[src/vid_cfg_defs.svh]
//////////////////////////////////////////////////////////////////////
// Video window configuration constants
// Field widths, host command opcodes and the display timing at reset
//////////////////////////////////////////////////////////////////////

`ifndef VID_CFG_DEFS_SVH
`define VID_CFG_DEFS_SVH

// Field widths
`define VC_DATA_W        16
`define VC_DIM_W         12
// Top bit of an aspect component marks a literal pixel size
`define VC_AR_W          13

// Host command opcodes
`define VC_CMD_TIMING    8'h20
`define VC_CMD_VSET      8'h27
`define VC_CMD_HSET      8'h37
`define VC_CMD_ARC       8'h3A

// Parameter words in a display timing frame
`define VC_TIMING_WORDS  8

// Display timing after reset, 1080p
`define VC_RESET_WIDTH   12'd1920
`define VC_RESET_HEIGHT  12'd1080

`endif
[src/vid_cfg_pkg.sv]
//////////////////////////////////////////////////////////////////////
// Video window configuration types
// Host word views and the configuration and window records
//////////////////////////////////////////////////////////////////////

`include "vid_cfg_defs.svh"

package vid_cfg_pkg;

	// First word of a frame
	typedef struct packed {
		logic [`VC_DATA_W-9:0]          spare;
		logic [7:0]                     opcode;
	} host_cmd_word_t;

	// Limit word of the 0x27 and 0x37 commands
	typedef struct packed {
		logic                           freescale;
		logic [`VC_DATA_W-`VC_DIM_W-2:0] spare;
		logic [`VC_DIM_W-1:0]           limit;
	} host_scale_word_t;

	typedef union packed {
		host_cmd_word_t                 cmd;
		host_scale_word_t               scale;
		logic [`VC_DATA_W-1:0]          raw;
	} host_word_u;

	typedef struct packed {
		logic                           first;
		host_word_u                     word;
	} host_beat_t;

	typedef struct packed {
		logic [`VC_DIM_W-1:0]           width;
		logic [`VC_DIM_W-1:0]           height;
	} disp_size_t;

	typedef struct packed {
		logic [`VC_DIM_W-1:0]           hset;
		logic [`VC_DIM_W-1:0]           vset;
		logic                           freescale;
	} scale_ctrl_t;

	typedef struct packed {
		logic [`VC_AR_W-1:0]            x;
		logic [`VC_AR_W-1:0]            y;
	} ar_pair_t;

	typedef struct packed {
		ar_pair_t                       arc1;
		ar_pair_t                       arc2;
	} custom_ar_t;

	typedef struct packed {
		logic [`VC_DIM_W-1:0]           hmin;
		logic [`VC_DIM_W-1:0]           hmax;
		logic [`VC_DIM_W-1:0]           vmin;
		logic [`VC_DIM_W-1:0]           vmax;
	} window_t;

endpackage

[src/vid_cfg_top.sv]
`timescale 1ns/100ps

//////////////////////////////////////////////////////////////////////
// Video window configuration top level
// Host command decoder feeding the aspect window calculator
//////////////////////////////////////////////////////////////////////

module vid_cfg_top (
	input  logic                    clk_sys,
	input  logic                    resetd,

	// Host word stream
	input  vid_cfg_pkg::host_beat_t i_host,
	input  logic                    i_host_valid,
	output logic                    o_host_ready,

	// Core aspect ratio
	input  vid_cfg_pkg::ar_pair_t   i_ar,

	output vid_cfg_pkg::disp_size_t o_out_size,
	output vid_cfg_pkg::window_t    o_window,
	output logic                    o_win_valid
);

	vid_cfg_pkg::disp_size_t  timing;
	vid_cfg_pkg::scale_ctrl_t scale;
	vid_cfg_pkg::custom_ar_t  arc;

	host_cmd_decoder u_decoder (
		.clk_sys      (clk_sys),
		.resetd       (resetd),
		.i_host       (i_host),
		.i_host_valid (i_host_valid),
		.o_host_ready (o_host_ready),
		.o_timing     (timing),
		.o_scale      (scale),
		.o_arc        (arc)
	);

	aspect_window_calc u_calc (
		.clk_sys     (clk_sys),
		.resetd      (resetd),
		.i_timing    (timing),
		.i_scale     (scale),
		.i_arc       (arc),
		.i_ar        (i_ar),
		.o_out_size  (o_out_size),
		.o_window    (o_window),
		.o_win_valid (o_win_valid)
	);

endmodule

[src/aspect_window_calc.sv]
`timescale 1ns/100ps

//////////////////////////////////////////////////////////////////////
// Aspect window calculator
// Output size from the limits, then the video size from the aspect
// pair, centred in the display timing
//////////////////////////////////////////////////////////////////////

`include "vid_cfg_defs.svh"

module aspect_window_calc (
	input  logic                     clk_sys,
	input  logic                     resetd,

	input  vid_cfg_pkg::disp_size_t  i_timing,
	input  vid_cfg_pkg::scale_ctrl_t i_scale,
	input  vid_cfg_pkg::custom_ar_t  i_arc,
	input  vid_cfg_pkg::ar_pair_t    i_ar,

	output vid_cfg_pkg::disp_size_t  o_out_size,
	output vid_cfg_pkg::window_t     o_window,
	output logic                     o_win_valid
);

	localparam logic [2:0] S_START  = 3'd0;
	localparam logic [2:0] S_MD_W   = 3'd1;
	localparam logic [2:0] S_WAIT_W = 3'd2;
	localparam logic [2:0] S_MD_H   = 3'd3;
	localparam logic [2:0] S_WAIT_H = 3'd4;
	localparam logic [2:0] S_CLAMP  = 3'd5;
	localparam logic [2:0] S_CENTRE = 3'd6;
	localparam logic [2:0] S_WRITE  = 3'd7;

	vid_cfg_pkg::ar_pair_t eff_ar;
	logic                  eff_lit;
	logic                  use_out;
	logic [2:0]            state;
	logic                  md_start;
	logic                  md_busy;
	logic                  md_done;
	logic [`VC_DIM_W-1:0]  md_mul1;
	logic [`VC_DIM_W-1:0]  md_mul2;
	logic [`VC_DIM_W-1:0]  md_div;
	logic [`VC_DIM_W-1:0]  md_res;
	logic [`VC_DIM_W-1:0]  wcalc;
	logic [`VC_DIM_W-1:0]  hcalc;
	logic [`VC_DIM_W-1:0]  videow;
	logic [`VC_DIM_W-1:0]  videoh;
	logic [`VC_DIM_W-1:0]  hoff;
	logic [`VC_DIM_W-1:0]  voff;

	assign eff_lit = eff_ar.x[`VC_AR_W-1] | eff_ar.y[`VC_AR_W-1];
	assign use_out = i_scale.freescale | (eff_ar.x == '0) | (eff_ar.y == '0);
	assign md_done = ~md_start & ~md_busy;

	umuldiv #(
		.MUL_W (`VC_DIM_W),
		.DIV_W (`VC_DIM_W)
	) u_muldiv (
		.clk_sys  (clk_sys),
		.resetd   (resetd),
		.i_start  (md_start),
		.i_mul1   (md_mul1),
		.i_mul2   (md_mul2),
		.i_div    (md_div),
		.o_busy   (md_busy),
		.o_result (md_res)
	);

	// Output size limits and aspect pair selection, every cycle
	always_ff @(posedge clk_sys) begin
		o_out_size.width  <= ((i_scale.hset != '0) && (i_scale.hset < i_timing.width)) ?
			i_scale.hset : i_timing.width;
		o_out_size.height <= ((i_scale.vset != '0) && (i_scale.vset < i_timing.height)) ?
			i_scale.vset : i_timing.height;

		if (i_ar.y != '0) begin
			eff_ar <= i_ar;
		end else if (i_ar.x == `VC_AR_W'(1)) begin
			eff_ar <= i_arc.arc1;
		end else if (i_ar.x == `VC_AR_W'(2)) begin
			eff_ar <= i_arc.arc2;
		end else begin
			eff_ar <= '0;
		end
	end

	//////////////////////////////////////////////////////////////////////
	// Sequencer
	//////////////////////////////////////////////////////////////////////

	always_ff @(posedge clk_sys) begin
		if (resetd) begin
			state       <= S_START;
			md_start    <= 1'b0;
			o_win_valid <= 1'b0;
		end else begin
			md_start    <= 1'b0;
			o_win_valid <= 1'b0;
			case (state)
				S_START:  state <= (use_out || eff_lit) ? S_CLAMP : S_MD_W;
				S_MD_W: begin
					if (!md_busy) begin
						md_start <= 1'b1;
						state    <= S_WAIT_W;
					end
				end
				S_WAIT_W: if (md_done) state <= S_MD_H;
				S_MD_H: begin
					if (!md_busy) begin
						md_start <= 1'b1;
						state    <= S_WAIT_H;
					end
				end
				S_WAIT_H: if (md_done) state <= S_CLAMP;
				S_CLAMP:  state <= S_CENTRE;
				S_CENTRE: state <= S_WRITE;
				default: begin
					o_win_valid <= 1'b1;
					state       <= S_START;
				end
			endcase
		end
	end

	// Datapath, follows the sequencer state
	always_ff @(posedge clk_sys) begin
		case (state)
			S_START: begin
				// Literal size taken as is when no aspect math is needed
				wcalc <= use_out ? o_out_size.width  : eff_ar.x[`VC_DIM_W-1:0];
				hcalc <= use_out ? o_out_size.height : eff_ar.y[`VC_DIM_W-1:0];
			end
			// Width from height*x/y
			S_MD_W: begin
				md_mul1 <= o_out_size.height;
				md_mul2 <= eff_ar.x[`VC_DIM_W-1:0];
				md_div  <= eff_ar.y[`VC_DIM_W-1:0];
			end
			S_WAIT_W: if (md_done) wcalc <= md_res;
			// Height from width*y/x
			S_MD_H: begin
				md_mul1 <= o_out_size.width;
				md_mul2 <= eff_ar.y[`VC_DIM_W-1:0];
				md_div  <= eff_ar.x[`VC_DIM_W-1:0];
			end
			S_WAIT_H: if (md_done) hcalc <= md_res;
			S_CLAMP: begin
				videow <= (wcalc > o_out_size.width)  ? o_out_size.width  : wcalc;
				videoh <= (hcalc > o_out_size.height) ? o_out_size.height : hcalc;
			end
			S_CENTRE: begin
				hoff <= (i_timing.width  - videow) >> 1;
				voff <= (i_timing.height - videoh) >> 1;
			end
			default: begin
				o_window.hmin <= hoff;
				o_window.hmax <= hoff + videow - 1'b1;
				o_window.vmin <= voff;
				o_window.vmax <= voff + videoh - 1'b1;
			end
		endcase
	end

endmodule

[src/umuldiv.sv]
`timescale 1ns/100ps

//////////////////////////////////////////////////////////////////////
// Serial unsigned multiply-then-divide
// floor(mul1*mul2/div) truncated to MUL_W bits, one bit per cycle
//////////////////////////////////////////////////////////////////////

module umuldiv #(
	parameter int MUL_W = 12,
	parameter int DIV_W = 12
) (
	input  logic             clk_sys,
	input  logic             resetd,
	input  logic             i_start,
	input  logic [MUL_W-1:0] i_mul1,
	input  logic [MUL_W-1:0] i_mul2,
	input  logic [DIV_W-1:0] i_div,
	output logic             o_busy,
	output logic [MUL_W-1:0] o_result
);

	localparam int PW = MUL_W + DIV_W;
	localparam int SW = $clog2(MUL_W) + 1;

	localparam logic [1:0] PH_IDLE = 2'd0;
	localparam logic [1:0] PH_MUL  = 2'd1;
	localparam logic [1:0] PH_LOAD = 2'd2;
	localparam logic [1:0] PH_DIV  = 2'd3;

	logic [1:0]       phase;
	logic [SW-1:0]    step;
	logic             last_step;
	logic [MUL_W-1:0] mcand;
	logic [MUL_W-1:0] mplier;
	logic [DIV_W-1:0] divisor;
	logic [PW:0]      modulus;
	logic [PW:0]      acc;
	logic [PW:0]      acc_dbl;
	logic [PW:0]      acc_red;
	logic [PW:0]      acc_add;
	logic [PW:0]      acc_next;
	logic [DIV_W-1:0] rem;
	logic [MUL_W-1:0] quo;
	logic [DIV_W:0]   rem_sh;
	logic [DIV_W:0]   rem_sub;
	logic             rem_ge;

	assign o_busy    = (phase != PH_IDLE);
	assign o_result  = quo;
	assign last_step = (step == SW'(MUL_W - 1));

	// Product kept below div<<MUL_W, so the low quotient bits stay exact
	assign modulus  = {1'b0, divisor, {MUL_W{1'b0}}};
	assign acc_dbl  = {acc[PW-1:0], 1'b0};
	assign acc_red  = (acc_dbl >= modulus) ? acc_dbl - modulus : acc_dbl;
	assign acc_add  = acc_red + {{(DIV_W + 1){1'b0}}, mcand & {MUL_W{mplier[MUL_W-1]}}};
	assign acc_next = (acc_add >= modulus) ? acc_add - modulus : acc_add;

	// Restoring division step
	assign rem_sh  = {rem, quo[MUL_W-1]};
	assign rem_sub = rem_sh - {1'b0, divisor};
	assign rem_ge  = (rem_sh >= {1'b0, divisor});

	always_ff @(posedge clk_sys) begin
		if (resetd) begin
			phase <= PH_IDLE;
			step  <= '0;
		end else begin
			case (phase)
				PH_IDLE: begin
					step <= '0;
					if (i_start) begin
						phase <= PH_MUL;
					end
				end
				PH_MUL: begin
					step <= step + 1'b1;
					if (last_step) begin
						phase <= PH_LOAD;
					end
				end
				PH_LOAD: begin
					step  <= '0;
					phase <= PH_DIV;
				end
				default: begin
					step <= step + 1'b1;
					if (last_step) begin
						phase <= PH_IDLE;
					end
				end
			endcase
		end
	end

	always_ff @(posedge clk_sys) begin
		case (phase)
			PH_IDLE: begin
				if (i_start) begin
					mcand   <= i_mul1;
					mplier  <= i_mul2;
					divisor <= i_div;
					acc     <= '0;
				end
			end
			// Multiplier bits MSB first
			PH_MUL: begin
				acc    <= acc_next;
				mplier <= mplier << 1;
			end
			PH_LOAD: begin
				rem <= acc[PW-1:MUL_W];
				quo <= acc[MUL_W-1:0];
			end
			// Dividend bits shift out as quotient bits shift in
			default: begin
				rem <= rem_ge ? rem_sub[DIV_W-1:0] : rem_sh[DIV_W-1:0];
				quo <= (quo << 1) | MUL_W'(rem_ge);
			end
		endcase
	end

endmodule

[src/host_cmd_decoder.sv]
`timescale 1ns/100ps

//////////////////////////////////////////////////////////////////////
// Host command decoder
// Takes host word beats and keeps the display timing, output limit
// and custom aspect registers
//////////////////////////////////////////////////////////////////////

`include "vid_cfg_defs.svh"

module host_cmd_decoder (
	input  logic                     clk_sys,
	input  logic                     resetd,

	input  vid_cfg_pkg::host_beat_t  i_host,
	input  logic                     i_host_valid,
	output logic                     o_host_ready,

	output vid_cfg_pkg::disp_size_t  o_timing,
	output vid_cfg_pkg::scale_ctrl_t o_scale,
	output vid_cfg_pkg::custom_ar_t  o_arc
);

	// Counter saturates well past the longest frame that is decoded
	localparam int CNT_W = 4;

	logic             ready_r;
	logic             accept;
	logic             param_beat;
	logic [7:0]       cmd;
	logic [CNT_W-1:0] cnt;

	assign accept       = i_host_valid & ready_r;
	assign param_beat   = accept & ~i_host.first;
	assign o_host_ready = ready_r;

	//////////////////////////////////////////////////////////////////////
	// Beat pacing
	//////////////////////////////////////////////////////////////////////

	// One idle cycle after every accepted word
	always_ff @(posedge clk_sys) begin
		if (resetd) begin
			ready_r <= 1'b0;
		end else begin
			ready_r <= ~accept;
		end
	end

	// Opcode and parameter index of the frame in progress
	always_ff @(posedge clk_sys) begin
		if (resetd) begin
			cmd <= 8'h00;
			cnt <= '0;
		end else if (accept) begin
			if (i_host.first) begin
				cmd <= i_host.word.cmd.opcode;
				cnt <= '0;
			end else if (cnt != '1) begin
				cnt <= cnt + 1'b1;
			end
		end
	end

	//////////////////////////////////////////////////////////////////////
	// Configuration registers
	//////////////////////////////////////////////////////////////////////

	always_ff @(posedge clk_sys) begin
		if (resetd) begin
			o_timing.width  <= `VC_RESET_WIDTH;
			o_timing.height <= `VC_RESET_HEIGHT;
			o_scale         <= '0;
			o_arc           <= '0;
		end else if (param_beat) begin
			case (cmd)
				`VC_CMD_TIMING: begin
					// Porch and sync words pass through unused
					if (cnt < CNT_W'(`VC_TIMING_WORDS)) begin
						case (cnt)
							CNT_W'(0): o_timing.width  <= i_host.word.raw[`VC_DIM_W-1:0];
							CNT_W'(4): o_timing.height <= i_host.word.raw[`VC_DIM_W-1:0];
							default: ;
						endcase
					end
				end

				`VC_CMD_VSET: begin
					o_scale.vset <= i_host.word.scale.limit;
				end

				`VC_CMD_HSET: begin
					o_scale.hset      <= i_host.word.scale.limit;
					o_scale.freescale <= i_host.word.scale.freescale;
				end

				`VC_CMD_ARC: begin
					case (cnt)
						CNT_W'(0): o_arc.arc1.x <= i_host.word.raw[`VC_AR_W-1:0];
						CNT_W'(1): o_arc.arc1.y <= i_host.word.raw[`VC_AR_W-1:0];
						CNT_W'(2): o_arc.arc2.x <= i_host.word.raw[`VC_AR_W-1:0];
						CNT_W'(3): o_arc.arc2.y <= i_host.word.raw[`VC_AR_W-1:0];
						default: ;
					endcase
				end

				// Unknown opcodes
				default: ;
			endcase
		end
	end

endmodule

[config.mk]
export PLATFORM = sky130hd
export DESIGN_NAME = vid_cfg_top
export DESIGN_NICKNAME = d
export VERILOG_FILES = /design/src/vid_cfg_pkg.sv /design/src/vid_cfg_top.sv /design/src/aspect_window_calc.sv /design/src/umuldiv.sv /design/src/host_cmd_decoder.sv
export VERILOG_INCLUDE_DIRS = /design/src
export SDC_FILE = /design/constraint.sdc
export NUM_CORES = 1
export LEC_CHECK = 0
export BUFFER_PORTS_ARGS = -buffer_cell sky130_fd_sc_hd__buf_2
export CAP_MARGIN = 20
export CORE_ASPECT_RATIO = 1.25
export CORE_MARGIN = 5
export CORE_UTILIZATION = 45
export DETAILED_ROUTE_END_ITERATION = 10
export GPL_TIMING_DRIVEN = 0
export HOLD_SLACK_MARGIN = 0.08
export MAX_ROUTING_LAYER = met4
export PLACE_DENSITY = 0.63
export REMOVE_ABC_BUFFERS = 1
export SLEW_MARGIN = 30
export SYNTH_ARGS = -nofsm -noshare
export SYNTH_HDL_FRONTEND = slang
export SYNTH_HIERARCHICAL = 1
export SYNTH_SLANG_ARGS = --single-unit
[constraint.sdc]
create_clock -name clk_sys -period 7 [get_ports clk_sys]
set_clock_uncertainty 0.15 [all_clocks]
set_input_delay 1.05 -clock clk_sys [delete_from_list [all_inputs] [get_ports clk_sys]]
set_output_delay 1.05 -clock clk_sys [all_outputs]
set_load 0.01 [all_outputs]
# After elaboration in Yosys (flattened, before gate mapping)

Cells that the tools add are included.
W data, S select, Z words.

Output and inout port bits: 74
Latch bits: 0
RAM bits: 0
Word-level logic and storage cells: 176
Flip-flop bits (word level): 412
Memories: 0
ROM bits: 0

$mul: 0
Add/sub/neg operators: 12
Shift operators: 0
Eq/ne operators: 26
Reduce and logical (&&, ||, !) cells: 39
Bitwise operators: 13
Multiplexer cells: 38
$lt $le $gt $ge: 8
Divide/modulo/power cells: 0

Operators with widths:

| kind                    | number |
|---|---|
| $pmux W12 S2            | 8 |
| $mux W12                | 9 |
| $mux W26                | 3 |
| $ge A25 B24 Y1          | 2 |
| $mux W24                | 2 |
| $pmux W24 S2            | 1 |
| $sub A12 B12 Y12        | 3 |
| $eq A8 B6 Y1 const B    | 4 |
| $logic_not A13 Y1       | 2 |
| $add A25 B12 Y25        | 1 |
| $mux W25                | 1 |
| $sub A25 B24 Y25        | 1 |
| $add A11 B12 Y12        | 2 |
| $gt A12 B12 Y1          | 2 |
| $lt A12 B12 Y1          | 2 |
| $reduce_bool A12 Y1     | 2 |
| $sub A12 B1 Y12 const B | 2 |
| $sub A24 B24 Y24        | 1 |
| $pmux W3 S7             | 1 |
| $reduce_and A2 Y1       | 8 |
| $mux W3                 | 5 |
| $reduce_and A3 Y1       | 5 |
| $eq A13 B1 Y1 const B   | 1 |
| $eq A13 B2 Y1 const B   | 1 |
| 37 further kinds        | 67 |

# Longest topological paths before layout

Gate-level depths: netlist of the first run.

Depth after elaboration: 6
Depth in mapped cells: 23
Mapped depth without buffers: 22

# By module

Netlist of the first run, hierarchy kept.

By module, submodules not included:

| module             | sequential area each (µm²) | area an instance (µm²) | cells each | times used |
|---|---|---|---|---|
| aspect_window_calc | 5665.4                     | 11646.2                | 1048       | 1 |
| umuldiv            | 2662.6                     | 6906.6                 | 657        | 1 |
| host_cmd_decoder   | 2282.2                     | 4648.2                 | 437        | 1 |

# Worst setup path after synthesis of the first run

OpenSTA, ideal clock, no wires.

Kind: reg-to-reg
Start: register u_calc.u_muldiv.acc[11]
End: register u_calc.u_muldiv.acc[17], data pin
Setup time: 0.260 ns
Data arrival time: 5.299 ns
Path buffers: 1
Stages on the path, launching flop included: 24
Slack: 1.291 ns
Clock period less this slack: 5.709 ns
Cell sequence: edfxtp_1 > inv_1 > ha_1 > inv_1 > fa_1 > a211o_1 > a2111o_1 > o311ai_0 > o31a_2 > nor2_1 > nor4_1 > a31oi_1 > o31a_1 > ha_1 > nand2_1 > a211oi_1 > nand4_1 > a2111oi_0 > nand4_1 > o31ai_1 > and4bb_1 > o21a_2 > buf_12 > mux2_4

Cells in the longest elaborated chain, start to end: 6
Elaborated cells between the ends (all ways): 8

Ends and longest elaborated chain:

| item                                                      | RTL line       | source |
|---|---|---|
| start, declared                                           | umuldiv.sv:37  | `logic [PW:0] acc;` |
| start signal, assigned                                    | umuldiv.sv:108 | `acc <= acc_next;` |
| $sub A25 B24 Y25 / $ge A25 B24 Y1 (equally long branches) | umuldiv.sv:55  | `assign acc_red = (acc_dbl >= modulus) ? acc_dbl - modulus : acc_dbl;` |
| $mux W25 (*)                                              | umuldiv.sv:55  |  |
| $add A25 B12 Y25 (*)                                      | umuldiv.sv:56  | `assign acc_add = acc_red + {{(DIV_W + 1){1'b0}}, mcand & {MUL_W{mplier[MUL_W-1]}}};` |
| $sub A24 B24 Y24 / $ge A25 B24 Y1 (equally long branches) | umuldiv.sv:57  | `assign acc_next = (acc_add >= modulus) ? acc_add - modulus : acc_add;` |
| $mux W24 (*)                                              | umuldiv.sv:57  |  |
| $pmux W24 S2 (*)                                          | umuldiv.sv:97  | `case (phase)` |

Every way passes the cells marked *; elsewhere a longest branch is shown, timed or not.
A chain may end at the register's enable or synchronous reset.

# Final worst setup path of the first run

Start: register u_calc.u_muldiv.divisor[1]
End: register u_calc.u_muldiv.acc[17], data pin

Cells in the longest elaborated chain, start to end: 6
Elaborated cells between the ends (all ways): 8

Ends and longest elaborated chain:

| item                                                      | RTL line       | source |
|---|---|---|
| start, declared                                           | umuldiv.sv:35  | `logic [DIV_W-1:0] divisor;` |
| start signal, assigned                                    | umuldiv.sv:102 | `divisor <= i_div;` |
| $sub A25 B24 Y25 / $ge A25 B24 Y1 (equally long branches) | umuldiv.sv:55  |  |
| $mux W25                                                  | umuldiv.sv:55  |  |
| $add A25 B12 Y25                                          | umuldiv.sv:56  |  |
| $sub A24 B24 Y24 / $ge A25 B24 Y1 (equally long branches) | umuldiv.sv:57  |  |
| $mux W24 (*)                                              | umuldiv.sv:57  |  |
| $pmux W24 S2 (*)                                          | umuldiv.sv:97  |  |

Marks and branches as above.

==> flow_metrics.env, run 1 <==
export IMPL_drt_wl_total_mm=59.1
export IMPL_yosysTopAreaCellShare_pct=30.5
export IMPL_firstDrtPassIters=8
export IMPL_crit_type="reg -> reg"
export IMPL_start_kind="register"
export IMPL_clock_sinks=412
export IMPL_crit_path_end_kind="register"
export IMPL_reg2reg_slack_ns=0.16
export IMPL_max_cap_violations=0
export IMPL_cellLeakagePower_uw=0.0109
export IMPL_stdcell_count=2944
export IMPL_holdPathStages=0
export IMPL_htreeDepth=2
export IMPL_yosys_area_top_type="edfxtp_1"
export IMPL_powerDensity_mw_per_mm2=362
export IMPL_worstPathRequired_ns=7.17
export IMPL_path_clk_slew_ns=0.06
export IMPL_path_max_fanout=16
export IMPL_layout_commonest_cell="edfxtp_1"
export IMPL_synth_seq_cells=412
export IMPL_crit_path_max_incr_delay_ns=0.52
export IMPL_grt_max_degree=106
export IMPL_ioPinCount=120
export IMPL_ir_drop_uv=242
export IMPL_die_area_mm2=0.0562
export IMPL_via_count=16300
export IMPL_netlist_instances=2142
export IMPL_fin_crit_sh_pct=97.8
export IMPL_wl_met2_mm=30.2
export IMPL_final_setup_tns_ns=0
export IMPL_port_buffers=115
export IMPL_fp_dieH_um=264
export IMPL_die_x_um=213
export IMPL_globalplace_congestion=0.922
export IMPL_arrival_ns=7.02
export IMPL_start_util_pct=45.2
export IMPL_slowest_stage="a2111oi_1"
export IMPL_whs_ns=0.270
export IMPL_root_buffer="clkbuf_16"
export IMPL_area_growth_pct=12.4
export IMPL_post_route_util_pct=50.8
export IMPL_drt_iter0_markers=737
export IMPL_min_delay_start="u_calc/md_mul1[11]"
export IMPL_synth_top_flop_cell="edfxtp_1"
export IMPL_crit_chain="inv_1 -> ha_1 -> nor2b_4 -> o311a_4 -> o31ai_2 -> nand3_4 -> mux2_4 -> nor4_2 -> a31oi_1 -> o31a_1 -> ha_1 -> nand2_1 -> a211oi_1 -> nand4_1 -> a2111oi_1 -> nand4_1 -> o31ai_2 -> and4bb_1 -> o21a_2 -> mux2_4"
export IMPL_core_area_mm2=0.0513
export IMPL_place_inst=2863
export IMPL_finalSetupViolations=0
export IMPL_routedWlPerCell_um=20.1
export IMPL_async_reset_ff_share_pct=0
export IMPL_wl_met3_mm=1.96
export IMPL_synth_edf_count=236
export IMPL_status="completed"
export IMPL_drc=0
export IMPL_syn_area_mm2=0.0232
export IMPL_drt_vias_per_instance=5.54
export IMPL_antenna_found_initial=2
export IMPL_yosysWarnings=6
export IMPL_drive_above_1_share_pct=16.8
export IMPL_fin_crit_ns=6.84
export IMPL_grt_pass1_wl_mm=92.1
export IMPL_dp_hpwl_mm=44.8
export IMPL_overflow=0
export IMPL_cts_setup_buffers=0
export IMPL_rows=93
export IMPL_crit_start="u_calc/u_muldiv/divisor[1]"
export IMPL_synth_distinct_cells=102
export IMPL_final_nets=2461
export IMPL_wirelength_met1_mm=24.6
export IMPL_top_layer="met4"
export IMPL_clk_latency_ns=0.57
export IMPL_cts_buffers=44
export IMPL_max_clock_freq_mhz=146
export IMPL_rr_startpoint="u_calc/u_muldiv/divisor[1]"
export IMPL_finalMaxSlewViolations=0
export IMPL_synth_area_leaders="edfxtp_1, dfxtp_1, ha_1, mux2i_1, mux2_2"
export IMPL_slew_headroom_pct=34.4
export IMPL_grt_pass1_vias=16400
export IMPL_clockBufferDepth=3
export IMPL_track_usage_pct=21.3
export IMPL_worst_pin_slew_ns=0.982
export IMPL_ff2ff_path_depth=20
export IMPL_ys_seq_area_share_pct=45.7
export IMPL_finalHoldViolations=0
export IMPL_hold_class="reg -> reg"
export IMPL_drtAntennaViolNets=0
export IMPL_cts_tree="yes"
export IMPL_avgSynthCellArea_um2=10.8
export IMPL_final_cell_mix="edfxtp_1, inv_1, dfxtp_1"
cells in the mapped netlist, drive strengths merged (11+ instances only):
cell / number
xor2: 21
nand4: 29
xnor2: 56
and2: 23
a21oi: 92
nand2: 124
buf: 40
nor4: 29
nor3: 21
or2: 13
and3: 16
a21o: 33
nand2b: 118
edfxtp: 236
or3: 15
clkbuf: 36
mux2i: 150
nor2: 81
o21bai: 22
nor2b: 26
ha: 163
o21ai: 91
o21a: 11
nand3: 30
mux2: 113
inv: 192
o211ai: 12
a22oi: 27
dfxtp: 176
a211oi: 17
kinds of logic (layout without fill, tap and decap cells):
family	after synthesis	after routing	share of synthesized area, %
adders and majority gates	171	171	9.48
xor gates and xnor gates	77	77	2.91
buffers and inverters	269	403	4.91
other	1	4	0.0162
DFF	412	412	45.7
and+or+nand+nor	564	564	13.7
muxes	263	263	12.0
AOI/OAI and AO/OA	385	385	11.2
where the power goes:
part / switching (µW) / internal [µW]
Combinational: 2060 / 1560
Sequential: 258 / 3190
Clock: 962 / 1420
worst paths after layout:
check,endpoint
worst max register to register,u_calc/u_muldiv/acc[17]
worst max-delay path,u_calc/u_muldiv/acc[17]
worst min register to register,u_calc/u_muldiv/mcand[11]
worst min-delay path,u_calc/u_muldiv/mcand[11]
worst max-delay path: cells and delay by family, from the launching register on:
kind | cells | cell delay, ns
adder cells (fa/ha/maj) | 2 | 0.66
multiplexers | 2 | 0.76
AND/OR/NAND/NOR | 7 | 1.67
AO/OA/AOI/OAI | 8 | 2.62
buffers and inverters | 1 | 0.26
flip-flops | 1 | 0.48
flip-flops by register name, indices dropped and copies added, names as in the netlist, 24 cells and up:
| register | cells |
|---|---|
| u_decoder/o_arc | 52 |
| u_calc/o_window | 46 |
| u_calc/eff_ar | 26 |
| u_decoder/o_scale | 25 |
| u_calc/o_out_size | 24 |
| u_calc/u_muldiv/acc | 24 |
| u_decoder/o_timing | 24 |
layer usage:
metal / vias to the layer above / GRT usage (%)
met3: 112 / 2.93
li1: 7955 / -
met4: 0 / 7.30
met2: 333 / 37.1
met5: - / -
met1: 7915 / 25.3
metrics by stage:
step	power [µW]	setup slack (ns)	instance area, µm²
after floorplan	6070	1.33	22800
after global placement	6870	-0.292	24200
after detailed placement	7060	-0.365	24600
after CTS	9490	0.135	26100
after global routing	10000	-0.0895	26100
final	9440	0.156	26100
cell type report:
class / instances / area (µm²)
antenna: 2 / 5.00
clock buffer: 63 / 1280
clock inverter: 16 / 184
fill: 4560 / 25200
inverter: 193 / 724
multi-input combinational: 1462 / 11600
sequential: 412 / 10600
tap: 665 / 832
timing repair buffer: 131 / 865
timing repair:
action / in CTS / in global routing
gates resized for setup: 3 / 3
hold buffers: 0 / 0
setup endpoints to repair: 12 / 12
(Power assumes the default switching activity.)
==> run 2: changes to the inputs <==
--- a/config.mk
+++ b/config.mk
@@ -8,6 +8,8 @@
 export LEC_CHECK = 0
 export BUFFER_PORTS_ARGS = -buffer_cell sky130_fd_sc_hd__buf_2
 export CAP_MARGIN = 20
+export CELL_PAD_IN_SITES_DETAIL_PLACEMENT = 1
+export CELL_PAD_IN_SITES_GLOBAL_PLACEMENT = 1
 export CORE_ASPECT_RATIO = 1.25
 export CORE_MARGIN = 5
 export CORE_UTILIZATION = 45
@@ -15,8 +17,7 @@
 export GPL_TIMING_DRIVEN = 0
 export HOLD_SLACK_MARGIN = 0.08
 export MAX_ROUTING_LAYER = met4
-export PLACE_DENSITY = 0.63
-export REMOVE_ABC_BUFFERS = 1
+export PLACE_DENSITY = 0.75
 export SLEW_MARGIN = 30
 export SYNTH_ARGS = -nofsm -noshare
 export SYNTH_HDL_FRONTEND = slang
==> flow_metrics.env, run 2 (synthesis gave the netlist of run 1 again) <==
export IMPL_top_regs="u_decoder/o_arc: 52 flops, u_calc/o_window: 46 flops, u_calc/eff_ar: 26 flops"
export IMPL_largest_register="u_decoder/o_arc"
export IMPL_path_clk_slew_ns=0.06
export IMPL_finalHoldViolations=0
export IMPL_grt_pass1_wl_mm=106
export IMPL_start_util_pct=45.2
export IMPL_routedWlPerCell_um=22.7
export IMPL_start_kind="register"
export IMPL_final_cell_mix="edfxtp_1, inv_1, dfxtp_1"
export IMPL_clk_latency_ns=0.58
export IMPL_drt_vias_per_instance=5.68
export IMPL_hold_buffers=0
export IMPL_antenna_found_initial=3
export IMPL_track_usage_pct=24.7
export IMPL_fill_cells=5550
export IMPL_path_max_fanout=10
export IMPL_htreeDepth=2
export IMPL_powerDensity_mw_per_mm2=371
export IMPL_slew_headroom_pct=40.3
export IMPL_cts_buffers=45
export IMPL_globalplace_congestion=1.03
export IMPL_holdPathStages=0
export IMPL_place_ws_ns=-0.109
export IMPL_root_buffer="clkbuf_16"
export IMPL_final_nets=2527
export IMPL_ir_drop_uv=227
export IMPL_cts_tree="yes"
export IMPL_dp_hpwl_mm=53.7
export IMPL_final_area_mm2=0.0264
export IMPL_die_x_um=213
export IMPL_grt_pass1_vias=18700
export IMPL_place_area_mm2=0.0248
export IMPL_drive_above_1_share_pct=17.1
export IMPL_drt_iter0_markers=825
export IMPL_crit_type="reg -> reg"
export IMPL_drc=0
export IMPL_core_area_mm2=0.0513
export IMPL_drt_wl_total_mm=68.5
export IMPL_seq_area_mm2=0.0106
export IMPL_area_growth_pct=13.8
export IMPL_ioPinCount=120
export IMPL_die_area_mm2=0.0562
export IMPL_overflow=0
export IMPL_fp_dieH_um=264
export IMPL_finalSetupViolations=0
export IMPL_largest_reg_flops=52
export IMPL_crit_path_end_kind="register"
export IMPL_grt_setup_unrepaired="no"
export IMPL_layout_commonest_cell="edfxtp_1"
export IMPL_port_buffers=115
export IMPL_status="completed"
export IMPL_max_cap_violations=0
export IMPL_hold_class="reg -> reg"
export IMPL_ff2ff_path_depth=23
export IMPL_crit_path_max_incr_delay_ns=0.46
export IMPL_fin_ws_ns=0.225
export IMPL_cellLeakagePower_uw=0.0111
export IMPL_finalMaxSlewViolations=0
export IMPL_fin_crit_sh_pct=96.8
export IMPL_slowest_stage="edfxtp_1"
export IMPL_cts_setup_buffers=0
export IMPL_grt_max_degree=27
export IMPL_firstDrtPassIters=5
export IMPL_worst_pin_slew_ns=0.896
export IMPL_clockBufferDepth=3
export IMPL_drtAntennaViolNets=0
export IMPL_via_count=17100
export IMPL_fin_crit_ns=6.77
export IMPL_multi_input_area_mm2=0.0115
export IMPL_max_clock_freq_mhz=148
export IMPL_arrival_ns=6.94
export IMPL_crit_chain="inv_1 -> ha_1 -> inv_1 -> fa_1 -> a211o_1 -> a2111o_1 -> o311ai_0 -> o31a_2 -> o211ai_4 -> nor4_1 -> mux2i_1 -> or2_2 -> ha_1 -> nand2_1 -> a211oi_1 -> nand4_1 -> a2111oi_0 -> nand4_1 -> o31ai_2 -> and4bb_1 -> o21a_2 -> buf_12 -> mux2_4"
export IMPL_worstPathRequired_ns=7.17
export IMPL_clock_sinks=412
export IMPL_rows=93
==> run 2: critical path: cells and delay by family, from the launching register on <==
family          cells  cell delay (ns)
compound gates      9             2.53
simple gates        6             1.57
fa+ha+maj           3             0.99
flops               1             0.46
mux                 2             0.45
buf+inv             3             0.35
==> run 2: stage by stage <==
step / utilization [%] / hold slack (ns) / instances / power (µW) / TNS (ns)
detailed placement: 48.3 / 0.256 / 2928 / 7250 / -0.109
floorplan: - / 0.250 / 2143 / 6140 / 0
global route: 51.4 / 0.280 / 3014 / 10300 / 0
finish: 51.4 / 0.267 / 3014 / 9780 / 0
CTS: 51.4 / 0.266 / 3011 / 9840 / 0
global placement: 48.0 / 0.251 / 2923 / 7000 / -0.0775
==> run 2: final timing paths <==
path / from / to / slack (ns)
max: u_calc/u_muldiv/acc[11] / u_calc/u_muldiv/acc[17] / 0.23
max reg2reg: u_calc/u_muldiv/acc[11] / u_calc/u_muldiv/acc[17] / 0.23
min: u_calc/md_div[4] / u_calc/u_muldiv/divisor[4] / 0.27
min reg2reg: u_calc/md_div[4] / u_calc/u_muldiv/divisor[4] / 0.27
==> run 2: metal layers <==
layer / track usage [%] / vias to the layer above / part of all wire (%)
li1: - / 8069 / -
met1: 26.7 / 8525 / 38
met2: 45.5 / 358 / 54
met3: 3.22 / 162 / 3.2
met4: 9.55 / 0 / 4.4
met5: - / - / 0
==> run 2: cell type report <==
type | instances | share of cell area (%)
multi-input combinational | 1462 | 43.7
sequential | 412 | 40.2
clock buffer | 59 | 4.97
tap | 665 | 3.15
inverter | 193 | 2.75
timing repair buffer | 120 | 2.64
buffer | 76 | 1.57
clock inverter | 24 | 1.03
antenna | 3 | 0.0284
==> run 2: what timing repair did <==
item / 4_1_cts / 5_1_grt
endpoints found under the setup margin: 1 / 12
hold endpoints to repair: 0 / 0
gates resized for setup: 1 / 2
cloned: 0 / 0
==> run 2: power by group <==
group          switching (µW)  total (µW)  internal [µW]
registers                 236        3420           3190
logic                    2240        3840           1600
clock network            1010        2520           1510
